--- src/simple_dualportram.sv ---
`timescale 1ns/10ps
`default_nettype none

module simple_dualportram #(
   parameter type payload_t = logic [31:0],
   parameter int depth = 16
) (
   input  wire                       clk,
   input  wire                       reset,
   input  wire [$clog2(depth)-1:0]   waddress,
   input  wire payload_t             din,
   input  wire                       we,
   input  wire [$clog2(depth)-1:0]   raddress,
   output payload_t                  dout
);

   payload_t mem [depth];

   always_ff @(posedge clk) begin
      if (we) begin
         mem[waddress] <= din;
      end
   end

   // registered read, one cycle from address to data
   always_ff @(posedge clk) begin
      if (reset) begin
         dout <= '0;
      end else begin
         dout <= mem[raddress];
      end
   end

   a_addr_in_range : assert property (@(posedge clk) disable iff (reset)
      we |-> ((int'(waddress) < depth) && (int'(raddress) < depth)));

endmodule

`default_nettype wire

--- config.mk ---
export PLATFORM = sky130hd
export DESIGN_NAME = simple_dualportram
export DESIGN_NICKNAME = d
export VERILOG_FILES = /design/src/simple_dualportram.sv
export SDC_FILE = /design/constraint.sdc
export NUM_CORES = 1
export LEC_CHECK = 0
export BUFFER_PORTS_ARGS = -buffer_cell sky130_fd_sc_hd__buf_2
export CAP_MARGIN = 20
export CORE_UTILIZATION = 60
export CTS_CLUSTER_DIAMETER = 80
export CTS_CLUSTER_SIZE = 28
export DETAILED_ROUTE_END_ITERATION = 12
export PLACE_DENSITY = 0.86
export SLEW_MARGIN = 10
export SYNTH_ARGS = -nofsm -noshare
export SYNTH_HDL_FRONTEND = slang
export SYNTH_SLANG_ARGS = --single-unit
export TNS_END_PERCENT = 100
--- constraint.sdc ---
create_clock -name clk -period 4.04 [get_ports clk]
set_input_delay 0.202 -clock clk [delete_from_list [all_inputs] [get_ports clk]]
set_output_delay 0.202 -clock clk [all_outputs]
set_load 0.005 [all_outputs]
Yosys cells after proc, flatten, opt, wreduce, memory -nomap -nowiden

Memory sizes are Yosys's and may differ from the RTL's. A register that Yosys moved wholly into a read port is not among the register bits.
Cells that the tools add are included.

Bits in registers: 0
RAM bits: 512
Input port bits: 43
Output and inout port bits: 32
Logic and storage cells: 3
Memories: 1

Memories:

| memory | words | width | rd ports | clocked after Yosys merged registers in | write ports | line | RTL |
|---|---|---|---|---|---|---|---|
| mem    | 16    | 32    | 1        | 1                                       | 1           | 17   | `payload_t mem [depth];` |

Mux-type cells: 2

Operators with widths:

| cell             | count |
|---|---|
| 2-to-1 mux 1 bit | 2 |

Depth between registers and ports, before layout

Word-level depth: 2
Mapped depth: 7
Depth with buffers taken out: 4

Worst setup path before layout

OpenSTA, ideal clock, no wires.

Kind: input to register
Start: input waddress[2]
End: memory mem[0][0] in the netlist's numbering (enable)
Library setup time: 461 ps
Data arrival time: 2846 ps
Required time: 3579 ps
Slack: 733 ps
Stages on the path: 2
Path buffers: 0
Cells stage by stage: or3b_1 nor3_1

RTL lines:

| what               | line | RTL |
|---|---|---|
| start: declaration | 10   | `input wire [$clog2(depth)-1:0] waddress,` |
| end: declaration   | 17   |  |

No word-level cell before the write port.

Final worst setup path

Start: input waddress[2]
End: memory mem[9][10] in the netlist's numbering (enable)

No word-level cell before the write port.

==> qor.yml <==
routing:
  dr.first_iter.drc_count: 1101
  drt_pass1_iterations: 7
  drc: 0
  num_vias: 10300
  wire_per_inst_um: 24.3
  detail-route-antenna-nets: 0
  wl_mm: 40.4
  via_per_inst: 6.21
hold_path:
  hold_depth: 1
  holdPathEnd: "mem[12][19]$_DFFE_PP_"
  worstHoldStart: "din[19]"
  hp-class: "primary input to register"
logic_synthesis:
  async_reset_ff_share_pct: 0
  syn_area_um2: 20700
  netlist.top_cell.by_area: "edfxtp_1"
  yosys.area.top_type_share_pct: 74.3
  synthTopCellsByArea: "edfxtp_1 74%, mux2i_1 12%, a22oi_1 4.6%"
  yosys-top-cells-count: "512 x edfxtp_1, 256 x mux2i_1, 128 x a22oi_1, 65 x nand3_1, 33 x nand2_1"
  synth-seq-cells: 544
  syn_area_per_cell_um2: 18.6
  syn_inst: 1116
  ys.flop_type: "edfxtp_1"
  synth_warnings: 0
  yosysSeqAreaShare_pct: 77.4
  synth_nets: 1159
  yosysMostFrequentCell: "edfxtp_1"
  ys_types: 20
  synth_edf_count: 512
cts:
  cts_tree: "built"
  numCtsBuffers: 23
  clock-root-buffer: "clkbuf_16"
  worstSkewPairLatency_ns: 0.56
  cts-htree-levels: 1
  clk_path_buf_depth: 3
  clock-sinks: 544
  path_clk_slew_ns: 0.11
  cts_resized: 0
global_route:
  grt_pass1_vias: 10500
  antenna_found_initial: 0
  grt_pass1_wl_mm: 61.1
  grt_util_all_layers_pct: 22.9
  grt_max_degree: 93
  overflow: 0
setup_path:
  critical_path.max_stage_delay_ns: 0.69
  rrSetupSlack_ns: 2.78
  cp_max_fo: 17
  critPathRequiredTime_ns: 4.26
  crit-reg2reg-capture: "dout[9]$_SDFF_PP0_"
  r2r_cells: 4
  r2r-start: "mem[1][9]$_DFFE_PP_"
  crit_family: "simple AND/OR/NAND/NOR gates"
  cp-start-kind: "primary input"
  path_class: "primary input to register"
  slowest_stage: "nor2_4"
  crit_chain: "buf_2 -> nand3b_1 -> nor2_4 -> buf_4"
  arrival_ns: 1.83
  cp-end-kind: "register"
  crit_buf_inv: 2
timing:
  setup_ws_ns: 2.44
  grt_setup_unrepaired: "false"
  finalClockSkew_ns: 0.0214
  max_slew_margin_pct: 26.6
  slew_violations: 0
  final.setup.tns_ns: 0
  fin_crit_ns: 1.60
  worst_slew_pin_slew_ns: 1.10
  finalHoldViolCount: 0
  fmax_mhz: 625
  finalSetupViolCount: 0
  timing.final.crit_share_pct: 39.6
floorplan:
  dieArea_um2: 35300
  start_util_pct: 61.4
  core_area_um2: 33700
  ioPinCount: 75
  rows: 67
  die_y_um: 188
  die_w_um: 188
cells_and_area:
  areaGrowthSynthToFinish_pct: 8.44
  drive_above_1_share_pct: 12.6
  nets: 1244
  diodes: 0
power_and_ir_drop:
  vdd_drop_max_mv: 0.451
  total_leakage_power_nw: 7.86
  power.density_nw_per_um2: 429
  power_w: 0.00962
run_status:
  status: "finished, final reports clean"
placement:
  io_buffers: 74
  place_ws_ns: 1.81
  dp_hpwl_mm: 21.8
  place_congestion: 0.740
run:
  maxCapViolations: 0
[layer usage]
layer / vias to the layer above / wire, µm / track usage (%)
met5: - / 0 / 0
met4: 0 / 890 / 6.47
met3: 61 / 2630 / 2.66
met2: 424 / 20400 / 39.0
met1: 5250 / 16500 / 31.6
li1: 4606 / - / -
[power by group]
part / leakage [nW] / switching, W / internal [W]
combinational: 2.65 / 0.000372 / 0.000215
clock: 0.313 / 0.00160 / 0.00110
sequential: 4.89 / 0.0000355 / 0.00629
[metrics by stage]
step	hold slack (ns)	area (µm²)	std cells	utilization (%)
2_1_floorplan	0.301	20700	1116	-
3_3_place_gp	0.561	21400	1598	63.5
3_5_place_dp	0.569	21500	1602	63.8
4_1_cts	0.0000760	22300	1662	66.3
5_1_grt	0.00564	22500	1666	66.6
6_report	0.0178	22500	1666	66.6
[cell usage in the layout (no fill, tap or decap), drive strengths merged]
| cell type | instances |
|---|---|
| nor3 | 4 |
| nor2 | 14 |
| nand2 | 33 |
| edfxtp | 512 |
| nor2b | 3 |
| nand2b | 2 |
| mux2i | 256 |
| dlygate4sd3 | 18 |
| and2 | 1 |
| a22oi | 128 |
| dfxtp | 32 |
| nand3 | 65 |
| or3b | 1 |
| buf | 105 |
| inv | 2 |
| nand3b | 2 |
| clkbuf | 39 |
| clkinvlp | 1 |
[final cells by class]
| type | count | area (µm²) |
|---|---|---|
| clock buffers | 39 | 636 |
| clock inverters | 3 | 27.5 |
| fillers | 2153 | 11200 |
| multi-input cells | 509 | 4260 |
| flip-flops and latches | 544 | 16000 |
| well taps | 448 | 561 |
| repair buffers | 123 | 956 |
[worst max-delay path by stage]
stage	startpoint	to	slack (ns)	cells past startpoint
after floorplan	waddress[2]	mem[0][0]$_DFFE_PP_	0.73	2
after global placement	waddress[2]	mem[3][7]$_DFFE_PP_	1.86	3
after detailed placement	waddress[2]	mem[1][16]$_DFFE_PP_	1.81	3
after CTS	waddress[2]	mem[1][7]$_DFFE_PP_	2.37	3
after global routing	raddress[0]	dout[11]$_SDFF_PP0_	2.30	6
final	waddress[2]	mem[9][10]$_DFFE_PP_	2.44	4
[state kept, by name, summed over array words and instances, names as in the netlist]
signal / flops
mem: 512
dout: 32
[logic make-up after synthesis]
group	synth area share, %
AO/OA/AOI/OAI	4.64
buffers and inverters	2.80
flip-flops	77.4
multiplexers	12.4
AND/OR/NAND/NOR	2.83
[repair_timing]
item                      CTS  global route
setup buffers               0             0
hold buffers               18             0
hold endpoints to repair  218             0
Note: power is estimated with default switching activity, not from simulation.
