`config.mk`:
```
export PLATFORM = sky130hd
export DESIGN_NAME = apb_word_loader
export DESIGN_NICKNAME = d
export VERILOG_FILES = /design/src/widthconv_pkg.sv /design/src/apb_word_loader.sv
export SDC_FILE = /design/constraint.sdc
export NUM_CORES = 1
export LEC_CHECK = 0
export ABC_AREA = 1
export ABC_CLOCK_PERIOD_IN_PS = 3650
export BUFFER_PORTS_ARGS = -buffer_cell sky130_fd_sc_hd__buf_4
export CAP_MARGIN = 20
export CELL_PAD_IN_SITES_DETAIL_PLACEMENT = 1
export CELL_PAD_IN_SITES_GLOBAL_PLACEMENT = 1
export CORE_MARGIN = 2
export CORE_UTILIZATION = 24
export CTS_BUF_LIST = sky130_fd_sc_hd__clkbuf_8 sky130_fd_sc_hd__clkbuf_16
export DETAILED_ROUTE_END_ITERATION = 8
export HOLD_SLACK_MARGIN = 0.03
export PLACE_DENSITY = 0.95
export SLEW_MARGIN = 20
export SYNTH_ARGS = -nofsm -noshare
export SYNTH_HDL_FRONTEND = slang
export SYNTH_SLANG_ARGS = --single-unit
```
`constraint.sdc`:
```
create_clock -name clk -period 3.65 [get_ports clk]
set_clock_uncertainty 0.05 [all_clocks]
set_input_delay 0.73 -clock clk [delete_from_list [all_inputs] [get_ports clk]]
set_output_delay 0.73 -clock clk [all_outputs]
set_load 0.03 [all_outputs]
```
`src/widthconv_pkg.sv`:
```
`default_nettype none

package widthconv_pkg;

   // word memory and APB data width
   localparam int word_w = 32;

   // words packed per output beat
   localparam int words_per_beat = 16;

   localparam int beat_w = word_w * words_per_beat;

   typedef logic [word_w-1:0] word_t;

   // word k of a beat sits at bits 32k upward
   typedef logic [beat_w-1:0] beat_t;

   // control register, bit 0 requests a start
   localparam logic [31:0] ctrl_offset = 32'h0000_0000;

   // status register
   // bit 0 busy, bits 15:8 completed packets mod 256
   localparam logic [31:0] status_offset = 32'h0000_0004;

   // word memory window, word i at mem_base + 4i
   localparam logic [31:0] mem_base = 32'h0000_1000;

endpackage

`default_nettype wire

```
`src/apb_word_loader.sv`:
```
`timescale 1ns/10ps
`default_nettype none

module apb_word_loader #(
   parameter int num_beats = 32
) (
   input  wire                  clk,
   input  wire                  reset,
   input  wire                  psel,
   input  wire                  penable,
   input  wire                  pwrite,
   input  wire [31:0]           paddr,
   input  wire widthconv_pkg::word_t pwdata,
   output widthconv_pkg::word_t prdata,
   output logic                 pready,
   output logic                 pslverr,
   output logic [$clog2(num_beats*widthconv_pkg::words_per_beat)-1:0] mem_waddr,
   output widthconv_pkg::word_t mem_din,
   output logic                 mem_we,
   output logic [$clog2(num_beats*widthconv_pkg::words_per_beat)-1:0] mem_raddr,
   input  wire widthconv_pkg::word_t mem_dout,
   input  wire                  busy,
   output logic                 start
);
   import widthconv_pkg::*;

   localparam int mem_words = num_beats * words_per_beat;
   localparam int mem_aw = $clog2(mem_words);

   logic        access;
   logic        is_ctrl;
   logic        is_status;
   logic        is_mem;
   logic [31:0] mem_offset;
   logic [7:0]  pkt_count;
   logic        busy_d;

   assign access = psel && penable;
   assign mem_offset = paddr - mem_base;
   assign is_ctrl = (paddr == ctrl_offset);
   assign is_status = (paddr == status_offset);
   assign is_mem = (paddr >= mem_base) && (mem_offset < 32'(mem_words * 4))
                   && (paddr[1:0] == 2'b00);

   // address goes to the RAM in setup, data is back for access
   assign mem_raddr = mem_offset[mem_aw+1:2];
   assign mem_waddr = mem_offset[mem_aw+1:2];
   assign mem_din = pwdata;
   assign mem_we = access && pwrite && is_mem && !busy;

   assign pready = 1'b1;
   assign pslverr = access && (!(is_ctrl || is_status || is_mem)
                               || (is_status && pwrite) || (is_mem && busy));

   always_comb begin
      prdata = '0;
      if (access && !pwrite) begin
         if (is_status) begin
            prdata = {16'h0000, pkt_count, 7'h00, busy};
         end else if (is_mem && !busy) begin
            prdata = mem_dout;
         end
      end
   end

   always_ff @(posedge clk) begin
      if (reset) begin
         start <= 1'b0;
         busy_d <= 1'b0;
         pkt_count <= '0;
      end else begin
         start <= access && pwrite && is_ctrl && pwdata[0];
         busy_d <= busy;
         // packet done when busy drops
         if (busy_d && !busy) begin
            pkt_count <= pkt_count + 8'd1;
         end
      end
   end

endmodule

`default_nettype wire

```
After elaboration in Yosys (flattened, before gate mapping)
Cells that the tools add are included.
{ "totals": {"input_bits": 102, "output_inout_bits": 86, "regBits": 10, "elab_cells": 34} }
{ "classes": {"add_sub_neg": 2, "reduce_logical": 23, "order_cmp": 2, "n_mux": 3, "n_eq_ne": 1} }
{ "op_table": {"columns": ["op", "n"], "rows": [
  ["$mux 32", 3],
  ["$eq 32x3->1 const B", 1],
  ["$ge 32x13->1 const B", 1],
  ["$logic_not 32->1", 1],
  ["$lt 32x12->1 const B", 1],
  ["$sub 32x13->32 const B", 1],
  ["$logic_and 1x1->1", 14],
  ["$add 8x1->8 const B", 1],
  ["$logic_or 1x1->1", 4],
  ["$logic_not 1->1", 3],
  ["$logic_not 2->1", 1]
]} }

Depth between registers and ports, before layout
{ "logic_depth": {"depth_word": 9, "ltp_mapped": 14, "mapped_depth_nobuf": 13} }

Least setup slack after synthesis
No wires, ideal clock.
{ "synth_path": {"path_kind": "in2out", "from": "input port paddr[20]", "to": "output port prdata[1]", "cell_stages": 10, "t_arrival_ns": 2.441, "slack_ns": 0.429, "required_ns": 2.870, "n_path_buf": 0, "cell_sequence": "nor2_1 > nand2_1 > nor2_4 > nand3_1 > nand2_1 > and2_1 > nand3_4 > nor2_8 > nand2_4 > nor3b_1"} }
{ "synth_between": {"elab_chain_cells": 8, "word_cells_on_any_way": 10, "classes_between": "add/sub: 1; order compare: 2; eq/ne: 1; mux: 3; reduce/logical: 3"} }
{ "synth_rtl": {"columns": ["item", "line_no", "text"], "rows": [
  ["start: declaration", "apb_word_loader.sv:12", "input wire [31:0] paddr,"],
  ["$sub 32x13->32", "apb_word_loader.sv:39", "assign mem_offset = paddr - mem_base;"],
  ["$lt 32x12->1", "apb_word_loader.sv:42", "assign is_mem = (paddr >= mem_base) && (mem_offset < 32'(mem_words * 4))"],
  ["$logic_and 1x1->1", "apb_word_loader.sv:42", null],
  ["$logic_and 1x1->1", "apb_word_loader.sv:43", "&& (paddr[1:0] == 2'b00);"],
  ["$logic_and 1x1->1", "apb_word_loader.sv:60", "end else if (is_mem && !busy) begin"],
  ["$mux 32", "apb_word_loader.sv:60", null],
  ["$mux 32 (*)", "apb_word_loader.sv:58", "if (is_status) begin"],
  ["$mux 32 (*)", "apb_word_loader.sv:57", "if (access && !pwrite) begin"],
  ["end: declaration", "apb_word_loader.sv:14", "output widthconv_pkg::word_t prdata,"]
]} }
Every way passes the cells marked *; elsewhere a longest branch is shown, timed or not.

Worst setup path after layout
{ "layout_path": {"from": "input port paddr[13]", "to": "output port prdata[2]"} }
Same word-level chain as after synthesis.

==> reports/qor.txt <==
status - finished clean
Post-synth EDFFs - 0
fin nets - 483
initial antenna violation count - 0
TritonCTS Buffers - 3
TNS Setup - 0 ns
Cell Area, Synth - 1900 um^2
most common cell after layout, fill and taps aside - buf_4
Via density - 4.55
routed wire length - 6.71 mm
Gate Count Post-Synth - 305
setup bufs post-CTS - 0
Peak VDD IR - 0.0613 mV
Mean Syn Cell Area - 6.24 um^2
Pleak - 1.22 nW
Synthesized Nets - 408
vias post-DR - 2,182
clock-pin slew on the worst setup and hold paths - 0.04 ns
CP Data Required Time - 2.87 ns
Setup Crit Path Kind - input pin to output port
final max-slew violation count - 0
Tot GR Track Use - 14.5%
most frequent cells in the layout - buf_4 (127), nand2_1 (58), nor2_1 (33)
HP Start - pkt_count[7]$_SDFFE_PP0P_
die extent in x - 93.0 um
Initial Util - 24.8%
Setup crit end kind - output port
row count - 32
number of setup violations in the final report - 0
htree depth - 1
drc violations - 0
vias in the first global route - 2,224
grt ovf - 0
Ports - 188
Most used DFF post-synth - dfxtp_1
Die Area - 8660 um^2
CP Launch Point - paddr[13]
routed len/inst - 14.0 um
placer congestion estimate - 0.878
Tmin final - 3.43 ns
final hold violations - 0
ant diodes - 0
fillcell total - 1,038
clk_lat worst skew - 0.23 ns
Max Cap Violations - 0
Seq/Total Area, Yosys - 10.5%
RSZ-0062 raised after global routing - no
drt pass-1 iters - 4
Critical R2R Launch - busy_d$_SDFF_PP0_
Ys Warns - 0
antenna-violating nets left - 0
Hold WC Path Type - flip-flop to flip-flop
DP Area - 2560 um^2
Power Dens Cells - 152 nW/um^2
Core Area - 7690 um^2
Detail Placement HPWL - 5.89 mm
Yosys reg bits - 10
WP data arrival - 2.65 ns
fin area - 2610 um^2
Critical Path Fanout Max - 25
crit share post-route - 94.0%
R2R cell count - 9
Syn-to-layout area delta - 37.2%
clock sink count - 10
Netlist cell types - 31
Hold Crit Depth - 2
CTS tree - done
share of layout cells above drive strength 1 - 43.7%
CTS Buffer Depth - 2
Vert. Die Dim - 93.0 um
Root Driver - clkbuf_8
FFs w/ async S/R, synth - 0%
global-route wire length before repair - 10.2 mm
Max Fclk - 291 MHz
CP Launch Type - input pin
IO buf count - 124
Post-CTS Hold Fix Bufs - 0
1st-iter DRT viols - 64
largest net degree at the start of global routing - 26
[worst max-delay path, stage by stage]
cell and delay [ns]:
buf_4 0.12, nor2_2 0.17, inv_1 0.09, nor2_1 0.20, nand2_1 0.11, nand2_1 0.07, nand2_1 0.09, nor2_4 0.13
nand3_4 0.09, nor2_8 0.20, nand2_8 0.18, nor3b_1 0.25, buf_4 0.20
[kinds of logic after synthesis]
family	Yosys count	synth area share, %
adders and majority gates	1	0.657
buffers and inverters	90	28.7
other	1	0.197
DFF	10	10.5
and+or+nand+nor	173	52.0
AOI/OAI and AO/OA	30	7.89
[final cells by class]
cell class,instances,area [um^2],share of cell area (%)
Sequential cell,10,200,7.67
Tap cell,102,128,4.89
Timing Repair Buffer,127,953,36.5
Inverter,33,124,4.74
Clock buffer,3,41.3,1.58
Multi-Input combinational cell,205,1160,44.6
[final timing paths]
| check | end | slack (ns) |
|---|---|---|
| hold / removal | pkt_count[7]$_SDFFE_PP0P_ | 0.42 |
| setup reg to reg | pkt_count[7]$_SDFFE_PP0P_ | 2.03 |
| setup / recovery | prdata[2] | 0.22 |
| hold reg to reg | pkt_count[7]$_SDFFE_PP0P_ | 0.42 |
[report_power, final]
group          switching (W)  internal [W]  total (W)
registers         0.00000131      0.000111   0.000113
logic              0.0000902     0.0000816   0.000172
clock network      0.0000413     0.0000721   0.000113
[flip-flops by register name (all words and copies together) (netlist names)]
register,count
busy_d,1
pkt_count,8
start,1
[through the flow]
| stage | instances | power [W] | utilization (%) | setup slack [ns] | hold WS, ns |
|---|---|---|---|---|---|
| 5_1_grt | 480 | 0.000417 | 34.0 | 0.0261 | 0.436 |
| 2_1_floorplan | 305 | 0.000267 | - | 0.429 | 0.385 |
| 3_3_place_gp | 477 | 0.000282 | 33.3 | 0.225 | 0.396 |
| 3_5_place_dp | 477 | 0.000288 | 33.3 | 0.116 | 0.404 |
| 4_1_cts | 480 | 0.000403 | 33.9 | 0.104 | 0.413 |
| 6_report | 480 | 0.000398 | 34.0 | 0.217 | 0.417 |
[Yosys cell counts (2+ instances only)]
| master | count | area [um^2] |
|---|---|---|
| buf_4 | 51 | 383 |
| nor3b_2 | 18 | 225 |
| dfxtp_1 | 10 | 200 |
| nand4_1 | 6 | 37.5 |
| nor2_4 | 2 | 22.5 |
| and2_1 | 2 | 12.5 |
| nor4_1 | 2 | 12.5 |
| nand2_1 | 58 | 218 |
| nor3b_1 | 7 | 52.6 |
| buf_6 | 2 | 22.5 |
| o21ai_0 | 14 | 70.1 |
| o21ai_1 | 2 | 10.0 |
| nor2_2 | 8 | 50.1 |
| nor2_1 | 33 | 124 |
| inv_1 | 32 | 120 |
| a21oi_1 | 14 | 70.1 |
| buf_2 | 2 | 10.0 |
| nand3_1 | 21 | 105 |
| nor3_1 | 8 | 40.0 |
| and3_1 | 2 | 12.5 |
[timing repair]
item                                    in CTS  in global routing
gates resized for setup                      0                  1
endpoints found under the hold margin        0                  0
endpoints found under the setup margin       0                  7
[routing by layer]
| layer | global-route usage, % | vias up | wire length (um) |
|---|---|---|---|
| li1 | - | 1079 | - |
| met1 | 14.0 | 1006 | 2440 |
| met2 | 30.1 | 87 | 3680 |
| met3 | 3.30 | 10 | 502 |
| met4 | 3.68 | 0 | 83 |
| met5 | 0 | - | 0 |
Power figures use the tool's default switching activity.
